$ cat src/common/cache_defs.svh
`ifndef CACHE_DEFS_SVH
`define CACHE_DEFS_SVH

// Address split for 32-bit byte addresses
`define CACHE_OFFSET_BITS 5
`define CACHE_INDEX_BITS 3
`define CACHE_TAG_BITS 24

// Geometry
`define CACHE_WAYS 4
`define CACHE_SETS 8

// One line is 32 bytes
`define CACHE_LINE_BITS 256

`endif

$ cat src/cache_control/cache_control.sv
`timescale 1ns/1ns
`default_nettype none

`include "cache_defs.svh"

module cache_control (
	input logic clk,
	input logic rst,

	// Arbiter handshake
	input logic mem_read,
	input logic mem_write,
	output logic mem_resp,

	// Memory handshake
	output logic pmem_read,
	output logic pmem_write,
	input logic pmem_resp,

	// Status from datapath
	input logic hit,
	input logic victim_dirty,

	// Strobes to datapath
	output logic tag_load,
	output logic valid_load,
	output logic dirty_load,
	output logic dirty_in,
	output logic data_write,
	output logic fill,
	output logic lru_load,
	output logic writeback_sel
);

	typedef enum logic [1:0] {
		IDLE,
		CHECK,
		WRITEBACK,
		ALLOCATE
	} state_t;

	state_t state;
	state_t next_state;

	always_ff @(posedge clk) begin
		if (rst) begin
			state <= IDLE;
		end else begin
			state <= next_state;
		end
	end

	always_comb begin
		next_state = state;
		mem_resp = 1'b0;
		pmem_read = 1'b0;
		pmem_write = 1'b0;
		tag_load = 1'b0;
		valid_load = 1'b0;
		dirty_load = 1'b0;
		dirty_in = 1'b0;
		data_write = 1'b0;
		fill = 1'b0;
		lru_load = 1'b0;
		writeback_sel = 1'b0;

		case (state)
			IDLE: begin
				if (mem_read || mem_write) begin
					next_state = CHECK;
				end
			end

			CHECK: begin
				if (hit) begin
					mem_resp = 1'b1;
					lru_load = 1'b1;
					// Hit write marks the line dirty
					if (mem_write) begin
						data_write = 1'b1;
						dirty_load = 1'b1;
						dirty_in = 1'b1;
					end
					next_state = IDLE;
				end else if (victim_dirty) begin
					next_state = WRITEBACK;
				end else begin
					next_state = ALLOCATE;
				end
			end

			WRITEBACK: begin
				pmem_write = 1'b1;
				writeback_sel = 1'b1;
				if (pmem_resp) begin
					next_state = ALLOCATE;
				end
			end

			ALLOCATE: begin
				pmem_read = 1'b1;
				// Line arrives in the response cycle
				if (pmem_resp) begin
					fill = 1'b1;
					tag_load = 1'b1;
					valid_load = 1'b1;
					dirty_load = 1'b1;
					next_state = CHECK;
				end
			end

			default: next_state = IDLE;
		endcase
	end

endmodule

`default_nettype wire

$ cat config.mk
export PLATFORM = sky130hd
export DESIGN_NAME = cache_control
export DESIGN_NICKNAME = d
export VERILOG_FILES = /design/src/cache_control/cache_control.sv
export VERILOG_INCLUDE_DIRS = /design/src /design/src/common
export SDC_FILE = /design/constraint.sdc
export NUM_CORES = 1
export LEC_CHECK = 0
export BUFFER_PORTS_ARGS = -buffer_cell sky130_fd_sc_hd__buf_2
export CORE_AREA = 3 3 40 42
export CTS_CLUSTER_DIAMETER = 60
export DETAILED_ROUTE_END_ITERATION = 10
export DIE_AREA = 0 0 43 45
export SYNTH_ARGS = -nofsm -noshare
export SYNTH_HDL_FRONTEND = slang
export SYNTH_SLANG_ARGS = --single-unit
$ cat constraint.sdc
create_clock -name clk -period 1.8 [get_ports clk]
set_clock_uncertainty 0.05 [all_clocks]
set_input_delay 0.09 -clock clk [delete_from_list [all_inputs] [get_ports clk]]
set_output_delay 0.09 -clock clk [all_outputs]
set_load 0.03 [all_outputs]
==> summary.txt, run 1 <==
Yosys reg bits: 2
RSZ-0062 raised after global routing: false
first-pass GRT wire length: 1.01 mm
crit path cell chain: inv_1, ha_1, or2_2, a21o_1, buf_2
Area Overhead vs Synth: 34.3%
CP max stage delay: 0.38 ns
multi-input logic area: 195 um^2
Simple-Gate Fraction of Synth Area: 22.6%
final antenna-violating net count: 0
CTS max path bufs: 2
status: finished clean
initial antenna violation count: 0
Die Y: 45 um
DP HPWL: 532 um
top-area cell type share of the netlist area: 26.1%
Slew Limit Fails: 0
synthesized area: 288 um^2
commonest non-fill, non-tap cells in the layout: buf_2 (17), ha_1 (6), inv_1 (4)
Port-buffer cells: 17
max reg flops: 2
Resize count post-CTS: 0
distinct cell type count after synthesis: 20
GRT Residual Overflow: 0
DR vias/cell: 4.14
# fillers: 142
xor-xnor portion of the synthesized cell area: 0%
share of post-route cells with drive strength above 1: 53.1%
vias: 265
core area: 0.00128 mm^2
main combinational cell family by area after synthesis: adder cells
Max Cap Viol: 0
synth warn: 0
FP Rows: 13
Max Freq: 601 MHz
Avg Cell Area, Syn: 8.72 um^2
CTS root buffer: clkbuf_4
Worst Path Buf+Inv: 2
Seq/Total Area, Yosys: 13.9%
fin crit period: 1.66 ns
synth top area cells: ha_1 (26%), dfxtp_1 (14%), buf_4 (13%), inv_1 (5.2%), nor3b_2 (4.3%)
ant diodes: 0
Setup TNS Final: 0 ns
Synth Net Count: 46
Fin. Hold Viols: 0
critical path peak fanout: 5
Compound-Gate Fraction of Synth Area: 15.7%
Pre-Repair DR Iteration Count: 4
Die ar.: 0.00194 mm^2
HP Class: input pin to register
CP Capture Type: primary output
DP Worst Slack: 0.217 ns
vias in the first global route: 266
Leakage: 0.231 nW
most common cell after layout, fill and taps aside: buf_2
crit path kind: register to primary output
gr usage total: 7.14%
Worst EP arrival: 1.52 ns
Max VDD drop: 0.276 mV
endpoints failing setup: 0
Mapped Cells: 33
dominant delay contributor by cell family on the critical path: flip-flops
cts bufs inserted: 3
Final Wtd Congestion: 0.730
Post-layout nets: 64
wire per inst: 9.59 um
Die Wd: 43 um
Synth Area in Adders: 26.1%
Final period util: 92.4%
CTS clk-pin slew, worst paths: 0.03 ns
largest net degree at the start of global routing: 7
Setup WS post-layout: 0.136 ns
Top reg by flops: state
Cell Pwr Density: 610 mW/mm^2
startpoint type of the worst setup path: register
Slew HR: 86.6%
TritonCTS clock tree: built
Sequential cell area: 40.0 um^2
Yosys top cell by area: ha_1
Initial Utilization: 22.4%
H-Tree Depth: 1
Req. time, crit path: 1.66 ns
Largest regs: state x2
io pins: 18
CP max-delay cell: dfxtp_1
mux share of post-synthesis cell area: 3.48%
final core utilization: 30.1%
Slew @ Worst Pin: 0.201 ns
Post-route DRC: 0
CTS sink cnt: 2
Skew-Pair Late Insertion Delay: 0.22 ns
total routed wirelength: 614 um
WHS: 0.208 ns
Detailed Route Iter0 Violations: 4
-- layout make-up --
type	instances	share of cell area, %
multi-input combinational	22	50.5
timing repair buffer	18	24.6
clock buffer	3	5.83
inverter	4	3.88
sequential	2	10.4
tap	15	4.85
-- stage by stage --
step | total power [mW] | instance area [um^2] | instances
detailed placement | 0.139 | 354 | 60
global placement | 0.140 | 354 | 60
global route | 0.256 | 387 | 64
floorplan | 0.120 | 288 | 33
finish | 0.236 | 387 | 64
CTS | 0.245 | 387 | 64
-- cells by family after synthesis --
| family | Yosys count |
|---|---|
| buffers and inverters | 9 |
| AND/OR/NAND/NOR | 9 |
| AO/OA/AOI/OAI | 6 |
| adder cells (fa/ha/maj) | 6 |
| flip-flops | 2 |
| multiplexers | 1 |
-- cells in the mapped netlist --
library cell	count
ha_1	6
buf_4	5
inv_1	4
dfxtp_1	2
a21o_1	1
a21oi_1	1
a311o_1	1
and2_1	1
and2_2	1
and2b_2	1
and3_2	1
mux2i_1	1
nand2_1	1
nor2_1	1
nor3b_2	1
o211ai_1	1
o21ai_0	1
o21ba_2	1
or2_2	1
or3b_1	1
-- final timing paths --
path            start         end  slack, ns  depth (start not counted)
max          state[1]  dirty_load       0.14                          5
min          mem_read    state[1]       0.21                          4
max reg2reg  state[1]    state[0]       0.22                          5
min reg2reg  state[1]    state[1]       0.47                          2
-- power breakdown --
part	internal [mW]	switching (mW)
combinational	0.0371	0.0462
sequential	0.0491	0.00648
clock	0.0734	0.0234
-- metal layers --
layer,global-route usage (%),up-vias,wire [um]
li1,-,140,-
met1,7.66,112,269
met2,11.7,13,279
met3,2.39,0,64
met4,5.42,0,0
met5,0,-,0
-- worst min-delay path, stage by stage --
cell and delay (ns):
buf_2 0.09, nor3b_2 0.05, nor2_1 0.11, mux2i_1 0.08
-- repair_timing --
action | CTS | global route
hold buffers | 1 | 0
setup buffers | 0 | 0
hold endpoints to repair | 1 | 0
(Power assumes the default switching activity.)
==> run 2: changes to the inputs <==
==> constraint.sdc (replaced) <==
create_clock -name clk -period 1.5 [get_ports clk]
set_clock_uncertainty 0.05 [all_clocks]
set_input_delay 0.075 -clock clk [delete_from_list [all_inputs] [get_ports clk]]
set_output_delay 0.075 -clock clk [all_outputs]
set_load 0.03 [all_outputs]
==> summary.txt, run 2 (synthesis results as in run 1) <==
multi-input logic area: 225 um^2 (+15%)
Top reg by flops: state
most frequent CP cell: buf_6
Setup WS post-layout: -0.0101 ns (-0.146 ns)
Final Wtd Congestion: 0.694 (-5.0%)
CTS clk-pin slew, worst paths: 0.03 ns (about the same)
crit path kind: register to primary output
total routed wirelength: 680 um (+11%)
Pre-Repair DR Iteration Count: 2 (-2)
H-Tree Depth: 1 (unchanged)
Slew Limit Fails: 0 (unchanged)
WHS: 0.173 ns (-0.0357 ns)
io pins: 18 (unchanged)
DR vias/cell: 4.22 (+1.9%)
share of post-route cells with drive strength above 1: 72.2% (+19 points)
wire per inst: 9.86 um (+2.7%)
Die Y: 45 um (unchanged)
vias in the first global route: 274 (+3.0%)
most common cell after layout, fill and taps aside: buf_2
core area: 0.00128 mm^2 (unchanged)
violated checks: setup timing
Die Wd: 43 um (unchanged)
Post-route DRC: 0 (unchanged)
FP Rows: 13 (unchanged)
DP HPWL: 529 um (-0.47%)
final antenna-violating net count: 0 (unchanged)
P_sw: 107 uW (+40%)
TritonCTS clock tree: built
Worst EP arrival: 1.39 ns (-0.13 ns)
Port-buffer cells: 17 (unchanged)
GRT Residual Overflow: 0 (unchanged)
Max VDD drop: 0.301 mV (+9.2%)
Req. time, crit path: 1.37 ns (-0.29 ns)
Reg power frac: 20.6% (-3.0 points)
sw frac: 32.5% (+0.15 points)
crit path cell chain: buf_6, ha_2, or2_4, a21o_1, buf_6
Leakage: 0.254 nW (+9.9%)
Max Cap Viol: 0 (unchanged)
cts bufs inserted: 3 (unchanged)
Largest regs: state x2
Die ar.: 0.00194 mm^2 (unchanged)
status: complete, but fails checks
Cell Pwr Density: 696 mW/mm^2 (+14%)
vias: 291 (+9.8%)
Logic pwr share: 42.9% (+7.5 points)
largest net degree at the start of global routing: 6 (-1)
Fin. Hold Viols: 0 (unchanged)
Detailed Route Iter0 Violations: 4 (unchanged)
initial antenna violation count: 0 (unchanged)
Sequential cell area: 45.0 um^2 (+12%)
Max Freq: 662 MHz
DP Worst Slack: -0.0462 ns (-0.263 ns)
Slew HR: 83.9% (-2.7 points)
gr usage total: 8.46% (+1.3 points)
CP Capture Type: primary output
CP max stage delay: 0.35 ns (-0.03 ns)
Power Internal: 222 uW (+39%)
critical path peak fanout: 3 (-2)
endpoints failing setup: 2 (+2)
Slew @ Worst Pin: 0.239 ns (+0.0386 ns)
Initial Utilization: 22.4% (unchanged)
Clock power frac: 36.6% (-4.5 points)
max reg flops: 2 (unchanged)
Design Power: 329 uW (+40%)
HP Class: input pin to register
CTS sink cnt: 2 (unchanged)
Final period util: 101%
Area Overhead vs Synth: 64.3%
fin crit period: 1.51 ns
first-pass GRT wire length: 1.15 mm (+13%)
CTS max path bufs: 2 (unchanged)
CP max-delay cell: dfxtp_4
# fillers: 138 (-2.8%)
Skew-Pair Late Insertion Delay: 0.23 ns (about the same)
ant diodes: 0 (unchanged)
Post-layout nets: 69 (+7.8%)
startpoint type of the worst setup path: register
RSZ-0062 raised after global routing: true
CTS root buffer: clkbuf_4
-- run 2: through the flow --
stage / std cells / utilization [%] / TNS, ns / area [um^2]
4_1_cts: 69 / 36.3 / -0.00991 / 467
3_5_place_dp: 63 / 29.5 / -0.0462 / 379
2_1_floorplan: 33 / - / 0 / 290
3_3_place_gp: 63 / 29.5 / -0.0181 / 379
6_report: 69 / 36.8 / -0.0153 / 473
5_1_grt: 69 / 36.8 / -0.156 / 473
-- run 2: cell type report --
class                      instances  area share (%)
clock buffer                       3            4.76
inverter                           4            3.17
multi-input combinational         22            47.6
sequential                         2            9.52
tap                               15            3.97
timing repair buffer              23            31.0
-- run 2: per-layer routing --
layer,track usage [%],up-vias,routed length (um),share of wire (%)
met2,15.3,13,349,51
met5,0,-,0,0
met1,7.64,129,264,39
li1,-,149,-,-
met4,7.23,0,0,0
met3,2.79,0,66,9.7
-- run 2: worst paths after layout --
kind / from / end / slack (ns) / cells past startpoint
setup / recovery: state[0] / dirty_load / -0.01 / 5
hold / removal: mem_read / state[1] / 0.17 / 4
hold reg to reg: state[1] / state[1] / 0.54 / 3
setup reg to reg: state[0] / state[0] / -0.01 / 6
-- run 2: what timing repair did --
| item | in CTS | in global routing |
|---|---|---|
| setup buffers | 2 | 0 |
| gates resized for setup | 13 | 2 |
| pin swaps | 3 | 0 |
| endpoints found under the setup margin | 2 | 3 |
| hold buffers | 1 | 0 |
| hold endpoints to repair | 1 | 0 |
-- run 2: worst max-delay path, delay by kind of cell, from the launching register on --
family	cells	cell delay [ns]
fa+ha+maj	1	0.17
flops	1	0.35
simple gates	1	0.23
buf+inv	2	0.25
compound gates	1	0.16
-- run 2: power by group through the flow --
stage / registers [mW] / logic, mW / clock network, mW
floorplan: 0.0657 / 0.0784 / 0
global placement: 0.0642 / 0.109 / 0
detailed placement: 0.0643 / 0.111 / 0
CTS: 0.0672 / 0.138 / 0.125
global route: 0.0692 / 0.157 / 0.131
finish: 0.0678 / 0.141 / 0.120
==> run 3: changes to the inputs <==
--- a/config.mk
+++ b/config.mk
@@ -11,6 +11,7 @@
 export CTS_CLUSTER_DIAMETER = 60
 export DETAILED_ROUTE_END_ITERATION = 10
 export DIE_AREA = 0 0 43 45
+export GPL_TIMING_DRIVEN = 1
 export SYNTH_ARGS = -nofsm -noshare
 export SYNTH_HDL_FRONTEND = slang
 export SYNTH_SLANG_ARGS = --single-unit
==> constraint.sdc (replaced) <==
create_clock -name clk -period 1.9 [get_ports clk]
set_clock_uncertainty 0.05 [all_clocks]
set_input_delay 0.095 -clock clk [delete_from_list [all_inputs] [get_ports clk]]
set_output_delay 0.095 -clock clk [all_outputs]
set_load 0.03 [all_outputs]
==> summary.txt, run 3 (synthesis results as in run 1) <==
Worst EP arrival: 1.55 ns (+0.16 ns)
initial antenna violation count: 0 (unchanged)
dominant delay contributor by cell family on the critical path: flip-flops
CP max-delay cell: dfxtp_1
reg2reg end: state[0]
io pins: 18 (unchanged)
setup bufs post-CTS: 0 (-2)
first-pass GRT wire length: 959 um (-16%)
Crit. path cell count: 5 (unchanged)
Worst Path Buf+Inv: 2 (unchanged)
Leakage: 0.231 nW (-9.0%)
CP max stage delay: 0.41 ns (+0.06 ns)
largest net degree at the start of global routing: 7 (+1)
cts bufs inserted: 3 (unchanged)
Top reg by flops: state
Pre-Repair DR Iteration Count: 2 (unchanged)
Req. time, crit path: 1.75 ns (+0.38 ns)
crit path cell chain: inv_1, ha_1, or2_2, a21o_1, buf_2
Setup TNS Final: 0 ns (+0.0153 ns)
FP Rows: 13 (unchanged)
Cell Pwr Density: 579 mW/mm^2 (-17%)
HP Class: input pin to register
commonest non-fill, non-tap cells in the layout: buf_2 (17), ha_1 (6), inv_1 (4)
CTS root buffer: clkbuf_4
TritonCTS clock tree: built
Fin. Hold Viols: 0 (unchanged)
RSZ-0062 raised after global routing: false
Placed Cells: 60 (-4.8%)
CP Launch Point: state[1]
Die ar.: 0.00194 mm^2 (unchanged)
final antenna-violating net count: 0 (unchanged)
Slew @ Worst Pin: 0.224 ns (-0.0155 ns)
Post-route DRC: 0 (unchanged)
hold depth: 4 (unchanged)
ant diodes: 0 (unchanged)
# fillers: 136 (-1.4%)
Post-layout nets: 64 (-7.2%)
most common cell after layout, fill and taps aside: buf_2
Initial Utilization: 22.4% (unchanged)
DP Worst Slack: 0.307 ns (+0.354 ns)
max reg flops: 2 (unchanged)
CTS max path bufs: 2 (unchanged)
endpoints failing setup: 0 (-2)
WHS: 0.209 ns (+0.0367 ns)
total routed wirelength: 639 um (-6.0%)
crit path to: dirty_load
wire per inst: 9.98 um (+1.3%)
vias: 265 (-8.9%)
Port-buffer cells: 17 (unchanged)
core area: 0.00128 mm^2 (unchanged)
Detailed Route Iter0 Violations: 1 (-3)
gr usage total: 6.91% (-1.6 points)
Area Overhead vs Synth: 34.3%
GRT Residual Overflow: 0 (unchanged)
share of post-route cells with drive strength above 1: 53.1% (-19 points)
status: finished clean
Setup WS post-layout: 0.204 ns (+0.214 ns)
Slew Limit Fails: 0 (unchanged)
CTS sink cnt: 2 (unchanged)
Max Cap Viol: 0 (unchanged)
cells on worst reg2reg path: 5 (-1)
reg-to-reg slack, setup: 0.29 ns (+0.30 ns)
Slew HR: 85.0% (+1.1 points)
Largest regs: state x2
fin crit period: 1.70 ns
CTS clk-pin slew, worst paths: 0.03 ns (about the same)
Max VDD drop: 0.233 mV (-23%)
DP HPWL: 530 um (+0.13%)
Max Freq: 590 MHz
Final period util: 89.3%
vias in the first global route: 242 (-12%)
startpoint type of the worst setup path: register
Skew-Pair Late Insertion Delay: 0.22 ns (about the same)
Final Wtd Congestion: 0.750 (+8.1%)
Die Y: 45 um (unchanged)
H-Tree Depth: 1 (unchanged)
Non-Filler Instances: 64 (-7.2%)
DR vias/cell: 4.14 (-1.8%)
Crit Reg-Reg Startpoint: state[1]
critical path peak fanout: 5 (+2)
crit path kind: register to primary output
CP Capture Type: primary output
Die Wd: 43 um (unchanged)
run 3: cell count changes in the layout (fill, tap and decap cells not counted), moves of 2 or more:
cell	previous run	this run
dfxtp_1	0	2
ha_1	2	6
buf_4	3	0
ha_2	3	0
buf_6	3	0
run 3: repair_timing:
action | 4_1_cts | 5_1_grt
hold buffers | 1 | 0
gates resized for setup | 0 | 0
endpoints found under the hold margin | 1 | 0
setup endpoints to repair | 0 | 0
run 3: cell type report:
cell class / instances / area, um^2 / area share (%)
inverter: 4 / 15.0 / 3.88
multi-input combinational: 22 / 195 / 50.5
tap: 15 / 18.8 / 4.85
clock buffer: 3 / 22.5 / 5.83
timing repair buffer: 18 / 95.1 / 24.6
sequential: 2 / 40.0 / 10.4
run 3: worst min path at each step:
stage,from,endpoint,slack [ns]
final,mem_read,state[1],0.21
after floorplan,rst,state[0],0.11
after CTS,mem_read,state[1],0.20
after global routing,mem_read,state[1],0.23
after global placement,rst,state[0],0.22
after detailed placement,rst,state[0],0.23
run 3: report_power, final:
group / internal [mW] / switching, mW / total, mW
combinational: 0.0351 / 0.0439 / 0.0789
clock: 0.0695 / 0.0225 / 0.0920
sequential: 0.0465 / 0.00656 / 0.0530
run 3: per-stage QoR:
stage                     power (mW)  utilization, %  instance area, um^2
after floorplan                0.113               -                  288
after global placement         0.130            27.6                  354
after detailed placement       0.132            27.6                  354
after CTS                      0.229            30.1                  387
after global routing           0.239            30.1                  387
final                          0.224            30.1                  387
run 3: routing by layer:
layer	vias to the layer above	share of wire, %	track usage [%]
met5	-	0	0
met2	11	44	10.8
met4	0	0	5.42
met1	116	48	7.69
li1	138	-	-
met3	0	8.5	2.39
run 3: worst reg2reg max path, stage by stage, from the launching register on:
cell and delay (ns):
dfxtp_1 0.35, inv_1 0.12, ha_1 0.17, or3b_1 0.36
a311o_1 0.35, a21oi_1 0.14
